File: config.mk
export PLATFORM = sky130hd
export DESIGN_NAME = MidiIoTop
export DESIGN_NICKNAME = d
export VERILOG_FILES = /design/src/logic/UsiPkg.sv /design/src/logic/UsiBus.sv /design/src/logic/GpioBlock.sv /design/src/logic/MidiRx.sv /design/src/logic/MidiCsr.sv /design/src/logic/MidiIoTop.sv
export SDC_FILE = /design/constraint.sdc
export NUM_CORES = 1
export LEC_CHECK = 0
export BUFFER_PORTS_ARGS = -buffer_cell sky130_fd_sc_hd__buf_2
export CORE_ASPECT_RATIO = 1.5
export CORE_MARGIN = 1.5
export CORE_UTILIZATION = 39
export DETAILED_ROUTE_END_ITERATION = 8
export GPL_ROUTABILITY_DRIVEN = 0
export PLACE_DENSITY_LB_ADDON = 0.1
export SKIP_LAST_GASP = 1
export SYNTH_ARGS = -nofsm -noshare
export SYNTH_HDL_FRONTEND = slang
export SYNTH_SLANG_ARGS = --single-unit
File: constraint.sdc
create_clock -name iMCLK -period 3.87 [get_ports iMCLK]
set_clock_uncertainty 0.15 [all_clocks]
set_input_delay 0.1935 -clock iMCLK [delete_from_list [all_inputs] [get_ports iMCLK]]
set_output_delay 0.1935 -clock iMCLK [all_outputs]
set_load 0.02 [all_outputs]
File: src/logic/UsiPkg.sv
/* Shared types of the register bus and its GPIO and MIDI slave blocks.
   Modules refer to these by scoped names. */
`default_nettype none

package UsiPkg;

	//------------------------------------------------------------
	// Bus geometry
	//------------------------------------------------------------
	localparam int UsiBlockAdrsWidth = 2;
	localparam int UsiCsrAdrsWidth = 8;
	localparam int UsiDataWidth = 32;

	// Block map with values 2 and 3 unmapped
	typedef enum logic [UsiBlockAdrsWidth-1:0]
	{
		UsiBlkGpio = 2'd0,
		UsiBlkMidi = 2'd1
	} usiBlock_e;

	typedef struct packed
	{
		logic we;
		logic re;
		usiBlock_e block;
		logic [UsiCsrAdrsWidth-1:0] csr;
		logic [UsiDataWidth-1:0] wd;
	} usiReq_t;

	typedef struct packed
	{
		logic [UsiDataWidth-1:0] rd;
		logic vd;
	} usiRsp_t;

	//------------------------------------------------------------
	// CSR offsets per block
	//------------------------------------------------------------
	typedef enum logic [UsiCsrAdrsWidth-1:0]
	{
		GpioCsrOut = 8'd0,
		GpioCsrDir = 8'd1,
		GpioCsrIn = 8'd2
	} gpioCsr_e;

	typedef enum logic [UsiCsrAdrsWidth-1:0]
	{
		MidiCsrCtrl = 8'd0,
		MidiCsrStatus = 8'd1,
		MidiCsrData = 8'd2
	} midiCsr_e;

	// One received MIDI byte with its strobe
	typedef struct packed
	{
		logic [7:0] data;
		logic vd;
	} midiByte_t;

	typedef enum logic [1:0]
	{
		RxIdle,
		RxStart,
		RxData,
		RxStop
	} midiRxState_e;

endpackage

`default_nettype wire

File: src/logic/UsiBus.sv
/* Register bus fabric: decodes the block field into slave selects and
   returns the selected block's readback one cycle after a read strobe. */
`default_nettype none

module UsiBus (
	input logic iMCLK,
	input logic qlocked,
	// Request from the bus master
	input UsiPkg::usiReq_t iUsiReq,
	// Block selects
	output logic oGpioSel,
	output logic oMidiSel,
	// Readback from the blocks
	input logic [UsiPkg::UsiDataWidth-1:0] iGpioRd,
	input logic [UsiPkg::UsiDataWidth-1:0] iMidiRd,
	// Response to the bus master
	output UsiPkg::usiRsp_t oUsiRsp
);

logic wStrobe;
logic [UsiPkg::UsiDataWidth-1:0] wRdMux;

//------------------------------------------------------------
// Block decode
//------------------------------------------------------------
assign wStrobe = iUsiReq.we | iUsiReq.re;
assign oGpioSel = wStrobe && (iUsiReq.block == UsiPkg::UsiBlkGpio);
assign oMidiSel = wStrobe && (iUsiReq.block == UsiPkg::UsiBlkMidi);

// Unmapped blocks read as zero
always_comb
begin
	case (iUsiReq.block)
		UsiPkg::UsiBlkGpio: wRdMux = iGpioRd;
		UsiPkg::UsiBlkMidi: wRdMux = iMidiRd;
		default: wRdMux = '0;
	endcase
end

//------------------------------------------------------------
// Response register
//------------------------------------------------------------
always_ff @(posedge iMCLK or negedge qlocked)
begin
	if (!qlocked)
	begin
		oUsiRsp.rd <= '0;
		oUsiRsp.vd <= 1'b0;
	end
	else
	begin
		// Valid is a single-cycle pulse per read
		oUsiRsp.vd <= iUsiReq.re;
		if (iUsiReq.re)
		begin
			oUsiRsp.rd <= wRdMux;
		end
	end
end

endmodule

`default_nettype wire

File: src/logic/GpioBlock.sv
/* GPIO slave block: output and direction registers plus synchronized pin
   inputs, all readable over the register bus. */
`default_nettype none

module GpioBlock #(
	parameter int pGpioWidth = 3
) (
	input logic iMCLK,
	input logic qlocked,
	// Bus side
	input logic iSel,
	input UsiPkg::usiReq_t iUsiReq,
	output logic [UsiPkg::UsiDataWidth-1:0] oRd,
	// Pins
	input logic [pGpioWidth-1:0] iGpioIn,
	output logic [pGpioWidth-1:0] oGpioOut,
	output logic [pGpioWidth-1:0] oGpioDir
);

logic [pGpioWidth-1:0] rOut;
logic [pGpioWidth-1:0] rDir;
logic [pGpioWidth-1:0] rInMeta;
logic [pGpioWidth-1:0] rInSync;
logic wWrite;

assign wWrite = iSel & iUsiReq.we;

//------------------------------------------------------------
// Output and direction registers
//------------------------------------------------------------
always_ff @(posedge iMCLK or negedge qlocked)
begin
	if (!qlocked)
	begin
		rOut <= '0;
		rDir <= '0;
	end
	else if (wWrite)
	begin
		case (iUsiReq.csr)
			UsiPkg::GpioCsrOut: rOut <= iUsiReq.wd[pGpioWidth-1:0];
			UsiPkg::GpioCsrDir: rDir <= iUsiReq.wd[pGpioWidth-1:0];
			default: ;
		endcase
	end
end

// Dir 1 drives the pin, 0 leaves it an input
assign oGpioOut = rOut;
assign oGpioDir = rDir;

// Two-flop synchronizer on the pin inputs
always_ff @(posedge iMCLK or negedge qlocked)
begin
	if (!qlocked)
	begin
		rInMeta <= '0;
		rInSync <= '0;
	end
	else
	begin
		rInMeta <= iGpioIn;
		rInSync <= rInMeta;
	end
end

//------------------------------------------------------------
// Readback
//------------------------------------------------------------
always_comb
begin
	oRd = '0;
	case (iUsiReq.csr)
		UsiPkg::GpioCsrOut: oRd[pGpioWidth-1:0] = rOut;
		UsiPkg::GpioCsrDir: oRd[pGpioWidth-1:0] = rDir;
		UsiPkg::GpioCsrIn: oRd[pGpioWidth-1:0] = rInSync;
		default: ;
	endcase
end

endmodule

`default_nettype wire

File: src/logic/MidiRx.sv
/* MIDI serial receiver for 8N1 frames, sampling each bit at its centre.
   Reports a byte or a framing error with a one-cycle pulse at the stop bit. */
`default_nettype none

module MidiRx #(
	parameter int pMidiBitCycles = 1600
) (
	input logic iMCLK,
	input logic qlocked,
	input logic iEnable,
	input logic iMidi,
	output UsiPkg::midiByte_t oByte,
	output logic oFrameErr
);

localparam int lpCntWidth = (pMidiBitCycles > 2) ? $clog2(pMidiBitCycles) : 1;
localparam logic [lpCntWidth-1:0] lpFullBit = lpCntWidth'(pMidiBitCycles - 1);
localparam logic [lpCntWidth-1:0] lpHalfBit = lpCntWidth'(pMidiBitCycles / 2 - 1);

UsiPkg::midiRxState_e rState;
logic [2:0] rMidiSh;
logic [lpCntWidth-1:0] rCnt;
logic [2:0] rBitIdx;
logic [7:0] rShift;
logic rByteVd;
logic rFrameErr;
logic wLine;
logic wFall;
logic wTick;

// Bits 0 and 1 synchronize, bit 2 is kept for edge detection
assign wLine = rMidiSh[1];
assign wFall = rMidiSh[2] & ~rMidiSh[1];
assign wTick = (rCnt == '0);

//------------------------------------------------------------
// Frame FSM
//------------------------------------------------------------
always_ff @(posedge iMCLK or negedge qlocked)
begin
	if (!qlocked)
	begin
		rMidiSh <= '1;
		rState <= UsiPkg::RxIdle;
		rCnt <= '0;
		rBitIdx <= '0;
		rByteVd <= 1'b0;
		rFrameErr <= 1'b0;
	end
	else
	begin
		rMidiSh <= {rMidiSh[1:0], iMidi};
		rByteVd <= 1'b0;
		rFrameErr <= 1'b0;
		if (!wTick)
		begin
			rCnt <= rCnt - 1'b1;
		end
		if (!iEnable)
		begin
			rState <= UsiPkg::RxIdle;
		end
		else
		begin
			case (rState)
				UsiPkg::RxIdle:
				begin
					if (wFall)
					begin
						rState <= UsiPkg::RxStart;
						rCnt <= lpHalfBit;
					end
				end
				UsiPkg::RxStart:
				begin
					// A glitch shorter than half a bit is dropped
					if (wTick)
					begin
						rState <= wLine ? UsiPkg::RxIdle : UsiPkg::RxData;
						rCnt <= lpFullBit;
						rBitIdx <= '0;
					end
				end
				UsiPkg::RxData:
				begin
					if (wTick)
					begin
						rCnt <= lpFullBit;
						rBitIdx <= rBitIdx + 1'b1;
						if (rBitIdx == 3'd7)
						begin
							rState <= UsiPkg::RxStop;
						end
					end
				end
				UsiPkg::RxStop:
				begin
					if (wTick)
					begin
						rByteVd <= wLine;
						rFrameErr <= ~wLine;
						rState <= UsiPkg::RxIdle;
					end
				end
				default: rState <= UsiPkg::RxIdle;
			endcase
		end
	end
end

// LSB arrives first
always_ff @(posedge iMCLK)
begin
	if ((rState == UsiPkg::RxData) && wTick)
	begin
		rShift <= {wLine, rShift[7:1]};
	end
end

assign oByte = '{data: rShift, vd: rByteVd};
assign oFrameErr = rFrameErr;

endmodule

`default_nettype wire

File: src/logic/MidiCsr.sv
/* MIDI control and status registers: receiver enable, last received byte
   and sticky available, overrun and framing flags. */
`default_nettype none

module MidiCsr (
	input logic iMCLK,
	input logic qlocked,
	// Bus side
	input logic iSel,
	input UsiPkg::usiReq_t iUsiReq,
	output logic [UsiPkg::UsiDataWidth-1:0] oRd,
	// Receiver side
	input UsiPkg::midiByte_t iByte,
	input logic iFrameErr,
	output logic oEnable,
	// Byte stream to the voice logic
	output UsiPkg::midiByte_t oMidiByte
);

logic rEnable;
logic rAvail;
logic rOverrun;
logic rFrame;
logic [7:0] rData;
logic wAccept;
logic wFrameSet;
logic wCtrlWr;
logic wStatusWr;
logic wDataRd;

// Pulses that race a disable are dropped
assign wAccept = iByte.vd & rEnable;
assign wFrameSet = iFrameErr & rEnable;

assign wCtrlWr = iSel && iUsiReq.we && (iUsiReq.csr == UsiPkg::MidiCsrCtrl);
assign wStatusWr = iSel && iUsiReq.we && (iUsiReq.csr == UsiPkg::MidiCsrStatus);
assign wDataRd = iSel && iUsiReq.re && (iUsiReq.csr == UsiPkg::MidiCsrData);

//------------------------------------------------------------
// Control and sticky status
//------------------------------------------------------------
always_ff @(posedge iMCLK or negedge qlocked)
begin
	if (!qlocked)
	begin
		rEnable <= 1'b0;
		rAvail <= 1'b0;
		rOverrun <= 1'b0;
		rFrame <= 1'b0;
	end
	else
	begin
		if (wCtrlWr)
		begin
			rEnable <= iUsiReq.wd[0];
		end
		// Clears first so a new event in the same cycle wins
		if (wStatusWr)
		begin
			if (iUsiReq.wd[0]) rAvail <= 1'b0;
			if (iUsiReq.wd[1]) rOverrun <= 1'b0;
			if (iUsiReq.wd[2]) rFrame <= 1'b0;
		end
		if (wDataRd)
		begin
			rAvail <= 1'b0;
		end
		if (wAccept)
		begin
			rAvail <= 1'b1;
			if (rAvail) rOverrun <= 1'b1;
		end
		if (wFrameSet)
		begin
			rFrame <= 1'b1;
		end
	end
end

always_ff @(posedge iMCLK)
begin
	if (wAccept)
	begin
		rData <= iByte.data;
	end
end

assign oEnable = rEnable;
assign oMidiByte = '{data: iByte.data, vd: wAccept};

//------------------------------------------------------------
// Readback
//------------------------------------------------------------
always_comb
begin
	oRd = '0;
	case (iUsiReq.csr)
		UsiPkg::MidiCsrCtrl: oRd[0] = rEnable;
		UsiPkg::MidiCsrStatus: oRd[2:0] = {rFrame, rOverrun, rAvail};
		UsiPkg::MidiCsrData: oRd[7:0] = rData;
		default: ;
	endcase
end

endmodule

`default_nettype wire

File: src/logic/MidiIoTop.sv
/* Top of the register bus subsystem: bus fabric, GPIO block and the MIDI
   receiver with its registers. Bus requests arrive directly on the ports. */
`default_nettype none

module MidiIoTop #(
	parameter int pGpioWidth = 3,
	parameter int pMidiBitCycles = 1600
) (
	input logic iMCLK,
	input logic qlocked,
	// Register bus
	input UsiPkg::usiReq_t iUsiReq,
	output UsiPkg::usiRsp_t oUsiRsp,
	// GPIO pins
	input logic [pGpioWidth-1:0] iGpioIn,
	output logic [pGpioWidth-1:0] oGpioOut,
	output logic [pGpioWidth-1:0] oGpioDir,
	// MIDI line and received bytes
	input logic iMidi,
	output UsiPkg::midiByte_t oMidiByte
);

logic wGpioSel;
logic wMidiSel;
logic [UsiPkg::UsiDataWidth-1:0] wGpioRd;
logic [UsiPkg::UsiDataWidth-1:0] wMidiRd;
UsiPkg::midiByte_t wRxByte;
logic wRxFrameErr;
logic wRxEnable;

//------------------------------------------------------------
// Bus fabric
//------------------------------------------------------------
UsiBus usiBus0 (
	.iMCLK(iMCLK),		.qlocked(qlocked),
	.iUsiReq(iUsiReq),
	.oGpioSel(wGpioSel),	.oMidiSel(wMidiSel),
	.iGpioRd(wGpioRd),	.iMidiRd(wMidiRd),
	.oUsiRsp(oUsiRsp)
);

GpioBlock #(
	.pGpioWidth(pGpioWidth)
) gpioBlock0 (
	.iMCLK(iMCLK),		.qlocked(qlocked),
	.iSel(wGpioSel),	.iUsiReq(iUsiReq),
	.oRd(wGpioRd),
	.iGpioIn(iGpioIn),
	.oGpioOut(oGpioOut),	.oGpioDir(oGpioDir)
);

//------------------------------------------------------------
// MIDI block
//------------------------------------------------------------
MidiRx #(
	.pMidiBitCycles(pMidiBitCycles)
) midiRx0 (
	.iMCLK(iMCLK),		.qlocked(qlocked),
	.iEnable(wRxEnable),	.iMidi(iMidi),
	.oByte(wRxByte),	.oFrameErr(wRxFrameErr)
);

MidiCsr midiCsr0 (
	.iMCLK(iMCLK),		.qlocked(qlocked),
	.iSel(wMidiSel),	.iUsiReq(iUsiReq),
	.oRd(wMidiRd),
	.iByte(wRxByte),	.iFrameErr(wRxFrameErr),
	.oEnable(wRxEnable),	.oMidiByte(oMidiByte)
);

endmodule

`default_nettype wire

# [Word-level counts from Yosys, hierarchy flattened]
# Cells that the tools add are included.
[op_classes] add_sub_neg=2 mul=0 div_mod_pow=0 magnitude_cmp=0 eq_ne=14 shifts=0 n_mux=38 bitwise_logic=6 n_reduce_logical=24
[op_table] operator="$mux W11" n=4
[op_table] operator="$pmux W11 S2" n=1
[op_table] operator="$mux W1" n=17
[op_table] operator="$pmux W8 S2" n=1
[op_table] operator="$ne A3 B3 Y1 const B" n=5
[op_table] operator="$mux W2" n=7
[op_table] operator="$logic_not A11 Y1" n=1
[op_table] operator="$sub A11 B1 Y11 const B" n=1
[op_table] operator="$pmux W3 S3" n=1
[op_table] operator="$eq A8 B1 Y1 const B" n=1
[op_table] operator="$eq A8 B2 Y1 const B" n=1
[op_table] operator="$logic_and A1 B1 Y1" n=8
[op_table] operator="$logic_not A8 Y1" n=1
[op_table] operator="$pmux W2 S4" n=1
[op_table] operator="$reduce_and A2 Y1" n=4
[op_table] operator="$mux W3" n=2
[op_table] operator="$pmux W3 S2" n=1
[op_table] operator="$reduce_bool A2 Y1" n=3
[op_table] operator="$reduce_bool A3 Y1" n=2
[op_table] operator="$mux W5" n=1
[op_table] operator="$reduce_and A5 Y1" n=1
[op_table] operator="$and A1 B1 Y1" n=4
[op_table] operator="$eq A2 B1 Y1 const B" n=2
[op_table] operator="$eq A2 B2 Y1 const B" n=2
[op_table] operator="10 further kinds" n=12
[word_totals] reg_bits=86 latch_bits=0 ramBits=0 rom_bits=0 inputBits=50 output_inout_bits=48 word_cells=102 mem_count=0

# [Depth between registers and ports, before layout]
[logic_depth] word_depth=7 ltp_mapped=9 mapped_depth_nobuf=8

# [Hierarchy]
# From an unflattened synthesis, not the netlist that was laid out.
[unflattened] hier_cells=424 hier_area_um2=4682.0
[modules_own_cells] mod="UsiBus" n_inst=1 cells_each=145 area_each_um2=1622.8 seq_area_each_um2=825.8
[modules_own_cells] mod="MidiRx" n_inst=1 cells_each=133 area_each_um2=1490.2 seq_area_each_um2=769.5
[modules_own_cells] mod="MidiCsr" n_inst=1 cells_each=79 area_each_um2=827.0 seq_area_each_um2=340.3
[modules_own_cells] mod="GpioBlock" n_inst=1 cells_each=67 area_each_um2=742.0 seq_area_each_um2=300.3

# [Least setup slack after synthesis]
# No wires, ideal clock.
[synth_timing] path_kind="register to register" from="reg midiRx0.rCnt[0]" to="reg midiRx0.rShift[0], enable pin" setup_time_ps=370 t_arrival_ps=2149 required_ps=3350 slack_ps=1201 path_stages_with_launch=8 path_buffers=1 period_less_slack_ps=2669 path_cell_list="dfrtp_1 > inv_1 > ha_1 > nor4b_1 > and3_1 > clkbuf_1 > clkinv_1 > nor2_1"
[synth_via] elab_chain_cells=2
[synth_rtl] item="start: declaration" line_no="MidiRx.sv:22" rtl="logic [lpCntWidth-1:0] rCnt;"
[synth_rtl] item="start signal: assignment" line_no="MidiRx.sv:57" rtl="rCnt <= rCnt - 1'b1;"
[synth_rtl] item="start signal: assignment" line_no="MidiRx.sv:71" rtl="rCnt <= lpHalfBit;"
[synth_rtl] item="start signal: assignment" line_no="MidiRx.sv:80" rtl="rCnt <= lpFullBit;"
[synth_rtl] item="$logic_not A11 Y1" line_no="MidiRx.sv:34" rtl="assign wTick = (rCnt == '0);"
[synth_rtl] item="$logic_and A1 B1 Y1" line_no="MidiRx.sv:114" rtl="if ((rState == UsiPkg::RxData) && wTick)"
[synth_rtl] item="end signal: assignment" line_no="MidiRx.sv:116" rtl="rShift <= {wLine, rShift[7:1]};"
[synth_rtl] item="end: declaration" line_no="MidiRx.sv:24" rtl="logic [7:0] rShift;"
# No other way between the ends.
# A chain may end at the register's enable or synchronous reset.

# [Final worst setup path]
[layout_timing] from="reg midiRx0.rCnt[0]" to="reg midiRx0.rCnt[0]"
[layout_via] elab_chain_cells=5 elab_cells_between_ends=7 cone_classes="1 x add/sub; 5 x mux; 1 x reduce/logical"
[layout_rtl] item="$sub A11 B1 Y11 / $logic_not A11 Y1 (equally long branches)" line_no="MidiRx.sv:57, MidiRx.sv:34"
[layout_rtl] item="$mux W11" line_no="MidiRx.sv:55" rtl="if (!wTick)"
[layout_rtl] item="$mux W11 (on tied branches)" line_no="MidiRx.sv:77, MidiRx.sv:86, MidiRx.sv:68"
[layout_rtl] item="$pmux W11 S2" line_no="MidiRx.sv:65" rtl="case (rState)"
[layout_rtl] item="$mux W11 (*)" line_no="MidiRx.sv:59" rtl="if (!iEnable)"
# Every way passes the cells marked *; elsewhere a longest branch is shown, timed or not.

==> flow_summary.json <==
{
  "outcome": "completed",
  "die_y_um": 109,
  "rows": 38,
  "rsz0062_at_grt": "false",
  "top_level_ports": 98,
  "drt_iter0_drc": 105,
  "drv.max_cap_violation_count": 0,
  "synth_edf_count": 16,
  "multi_input_area_um2": 1110,
  "min_path_type": "in -> reg",
  "area_delta_synth_final_pct": 20.0,
  "detail-route-antenna-nets": 0,
  "grt_max_degree": 47,
  "vias": 2043,
  "hold_end": "midiCsr0.rFrame",
  "clk_pin_slew_worst_paths_ns": 0.08,
  "syn_inst": 251,
  "core_region_area_um2": 7270,
  "powerDensity_nw_per_um2": 505,
  "viasPerCell": 4.90,
  "dieWidth_um": 73.9,
  "syn-cell-area_um2": 2940,
  "r2r_slack_ns": 1.25,
  "cp.arrival_ns": 2.69,
  "layout.nets": 372,
  "setup_tns_ns": 0,
  "placed_area_um2": 3180,
  "grt_pass1_vias": 1959,
  "post-route-period-util_pct": 67.7,
  "slew_headroom_pct": 27.3,
  "p_leak_nw": 1.62,
  "worst_hold_path.num_cells": 5,
  "port_buffers": 44,
  "insertion_delay_ns": 0.34,
  "hp-start": "iUsiReq[43]",
  "root_buffer": "clkbuf_8",
  "track_usage_pct": 16.0,
  "cts_tree": "built",
  "cts_made_buffers": 9,
  "slew_viol_final": 0,
  "drc": 0,
  "dpl.hpwl_um": 4260,
  "crit_path_end_kind": "flop",
  "rr_endpoint": "midiRx0.rCnt[0]",
  "nFillCells": 709,
  "cts_buffer_depth": 2,
  "ys.flop_type": "dfrtp_1",
  "syn_area_per_cell_um2": 11.7,
  "wl_um": 5920,
  "cts_sinks": 62,
  "required_ns": 3.93,
  "total_power_mw": 1.78,
  "antenna_found_initial": 0,
  "final_cell_mix": "buf_2, dfrtp_1, conb_1, inv_1, edfxtp_1",
  "hold_viol": 0,
  "timing.rr.start": "midiRx0.rCnt[0]",
  "setup_viol": 0,
  "cp-start-kind": "flop",
  "firstDrtPassIters": 4,
  "crit_path_max_fanout": 10,
  "grt_pass1_wl_um": 9470,
  "diodes": 0,
  "worst_slew_pin_slew_ns": 1.08,
  "wire_per_inst_um": 14.2,
  "mostFrequentLayoutCell": "buf_2",
  "cts-resized-gates": 0,
  "die_area_um2": 8070,
  "design_area_um2": 3520,
  "synth_seq_area_share_pct": 55.7,
  "start_util_pct": 40.4,
  "crit_start": "midiRx0.rCnt[0]",
  "drive_gt1_share_pct": 24.6,
  "grt_overflow": 0,
  "synth.distinct_cells": 46,
  "crit_type": "reg -> reg",
  "ys_async_sr_fraction_pct": 74.2,
  "ys_ff_latch": 62,
  "period_minus_slack_ns": 2.62,
  "cts-htree-levels": 3,
  "fmax_ghz": 0.382,
  "yosysWarnings": 0,
  "ir_drop_mv": 0.274,
  "ff_latch_area_um2": 1640,
  "ff2ff_path_depth": 9
}
[report_power, final]
part           internal, mW  total, mW  switching (mW)
Clock                 0.437      0.719           0.282
Combinational         0.109      0.253           0.144
Sequential            0.735      0.806          0.0713
[area by class of cell]
| class | instances | share of cell area [%] |
|---|---|---|
| Sequential cell | 62 | 46.4 |
| Multi-Input combinational cell | 164 | 31.6 |
| Timing Repair Buffer | 55 | 9.23 |
| Clock inverter | 7 | 3.55 |
| Tap cell | 100 | 3.55 |
| Clock buffer | 9 | 3.52 |
| Inverter | 20 | 2.13 |
[flip-flops by register name, summed over array words and instances, names as in the netlist]
name,flops
midiRx0.oFrameErr,1
midiRx0.rCnt,11
gpioBlock0.oGpioOut,3
midiRx0.rShift,8
midiRx0.rByteVd,1
usiBus0.oUsiRsp,9
midiRx0.rState,2
midiCsr0.oEnable,1
midiCsr0.rOverrun,1
gpioBlock0.rInMeta,3
midiCsr0.rData,8
midiRx0.rMidiSh,3
midiCsr0.rFrame,1
gpioBlock0.rInSync,3
midiCsr0.rAvail,1
midiRx0.rBitIdx,3
gpioBlock0.oGpioDir,3
[through the flow]
step	setup slack [ns]	instances	hold slack [ns]	util (%)
final	1.25	417	0.148	48.4
after floorplan	1.20	274	-0.252	-
after detailed placement	1.21	392	0.150	43.8
after CTS	1.20	417	0.139	48.4
after global routing	0.994	417	0.163	48.4
after global placement	1.25	392	0.148	43.8
[metal layers]
metal  global-route usage, %  share of wire [%]  vias to the layer above
li1                        -                  -                      994
met1                    18.2                 41                      981
met2                    27.8                 54                       59
met3                    3.97                4.2                        9
met4                    7.01                1.5                        0
met5                       0                  0                        -
[logic make-up (layout without fill, tap and decap cells)]
family                     after synthesis  in the layout  synth area share (%)
other                                    1             24                 0.128
muxes                                   17             17                  6.52
buffers and inverters                   48             91                  9.33
AOI/OAI and AO/OA                       49             49                  11.5
adders and majority gates               10             10                  4.26
and+or+nand+nor                         64             64                  12.5
DFF                                     62             62                  55.7
[how the worst max path moves through the flow]
stage / end / slack, ns / cells after the start
after global placement: midiRx0.rCnt[0] / 1.25 / 9
after CTS: midiRx0.rCnt[0] / 1.20 / 9
after global routing: midiRx0.rCnt[0] / 0.99 / 9
after detailed placement: midiRx0.rCnt[0] / 1.21 / 9
final: midiRx0.rCnt[0] / 1.25 / 9
after floorplan: midiRx0.rShift[0] / 1.20 / 7
[cells in the mapped netlist (all sizes together), types with 5 or more instances]
cell	number	share of area (%)
a21oi	9	1.5
mux2i	9	3.1
nor3	9	1.5
nor2	10	1.3
edfxtp	16	16
buf	25	6.4
ha	10	4.3
nand2	11	1.4
o21ai	8	1.4
mux2	8	3.5
dfrtp	43	37
a22o	7	2.1
or4	8	2.3
nor4	5	1.1
inv	19	2.4
[critical path, cell delays in order, from the launching register on]
cell      delay, ns
dfrtp_1        0.42
inv_1          0.09
ha_1           0.20
nor4b_1        0.25
buf_4          0.19
and3_1         0.30
clkinv_1       0.33
ha_1           0.37
o21ai_0        0.07
o211ai_1       0.11
[repair_timing]
action | 4_1_cts | 5_1_grt
hold endpoints to repair | 56 | 0
setup buffers | 0 | 0
hold buffers | 9 | 0
No activity file was read; power rests on OpenSTA's default activity.
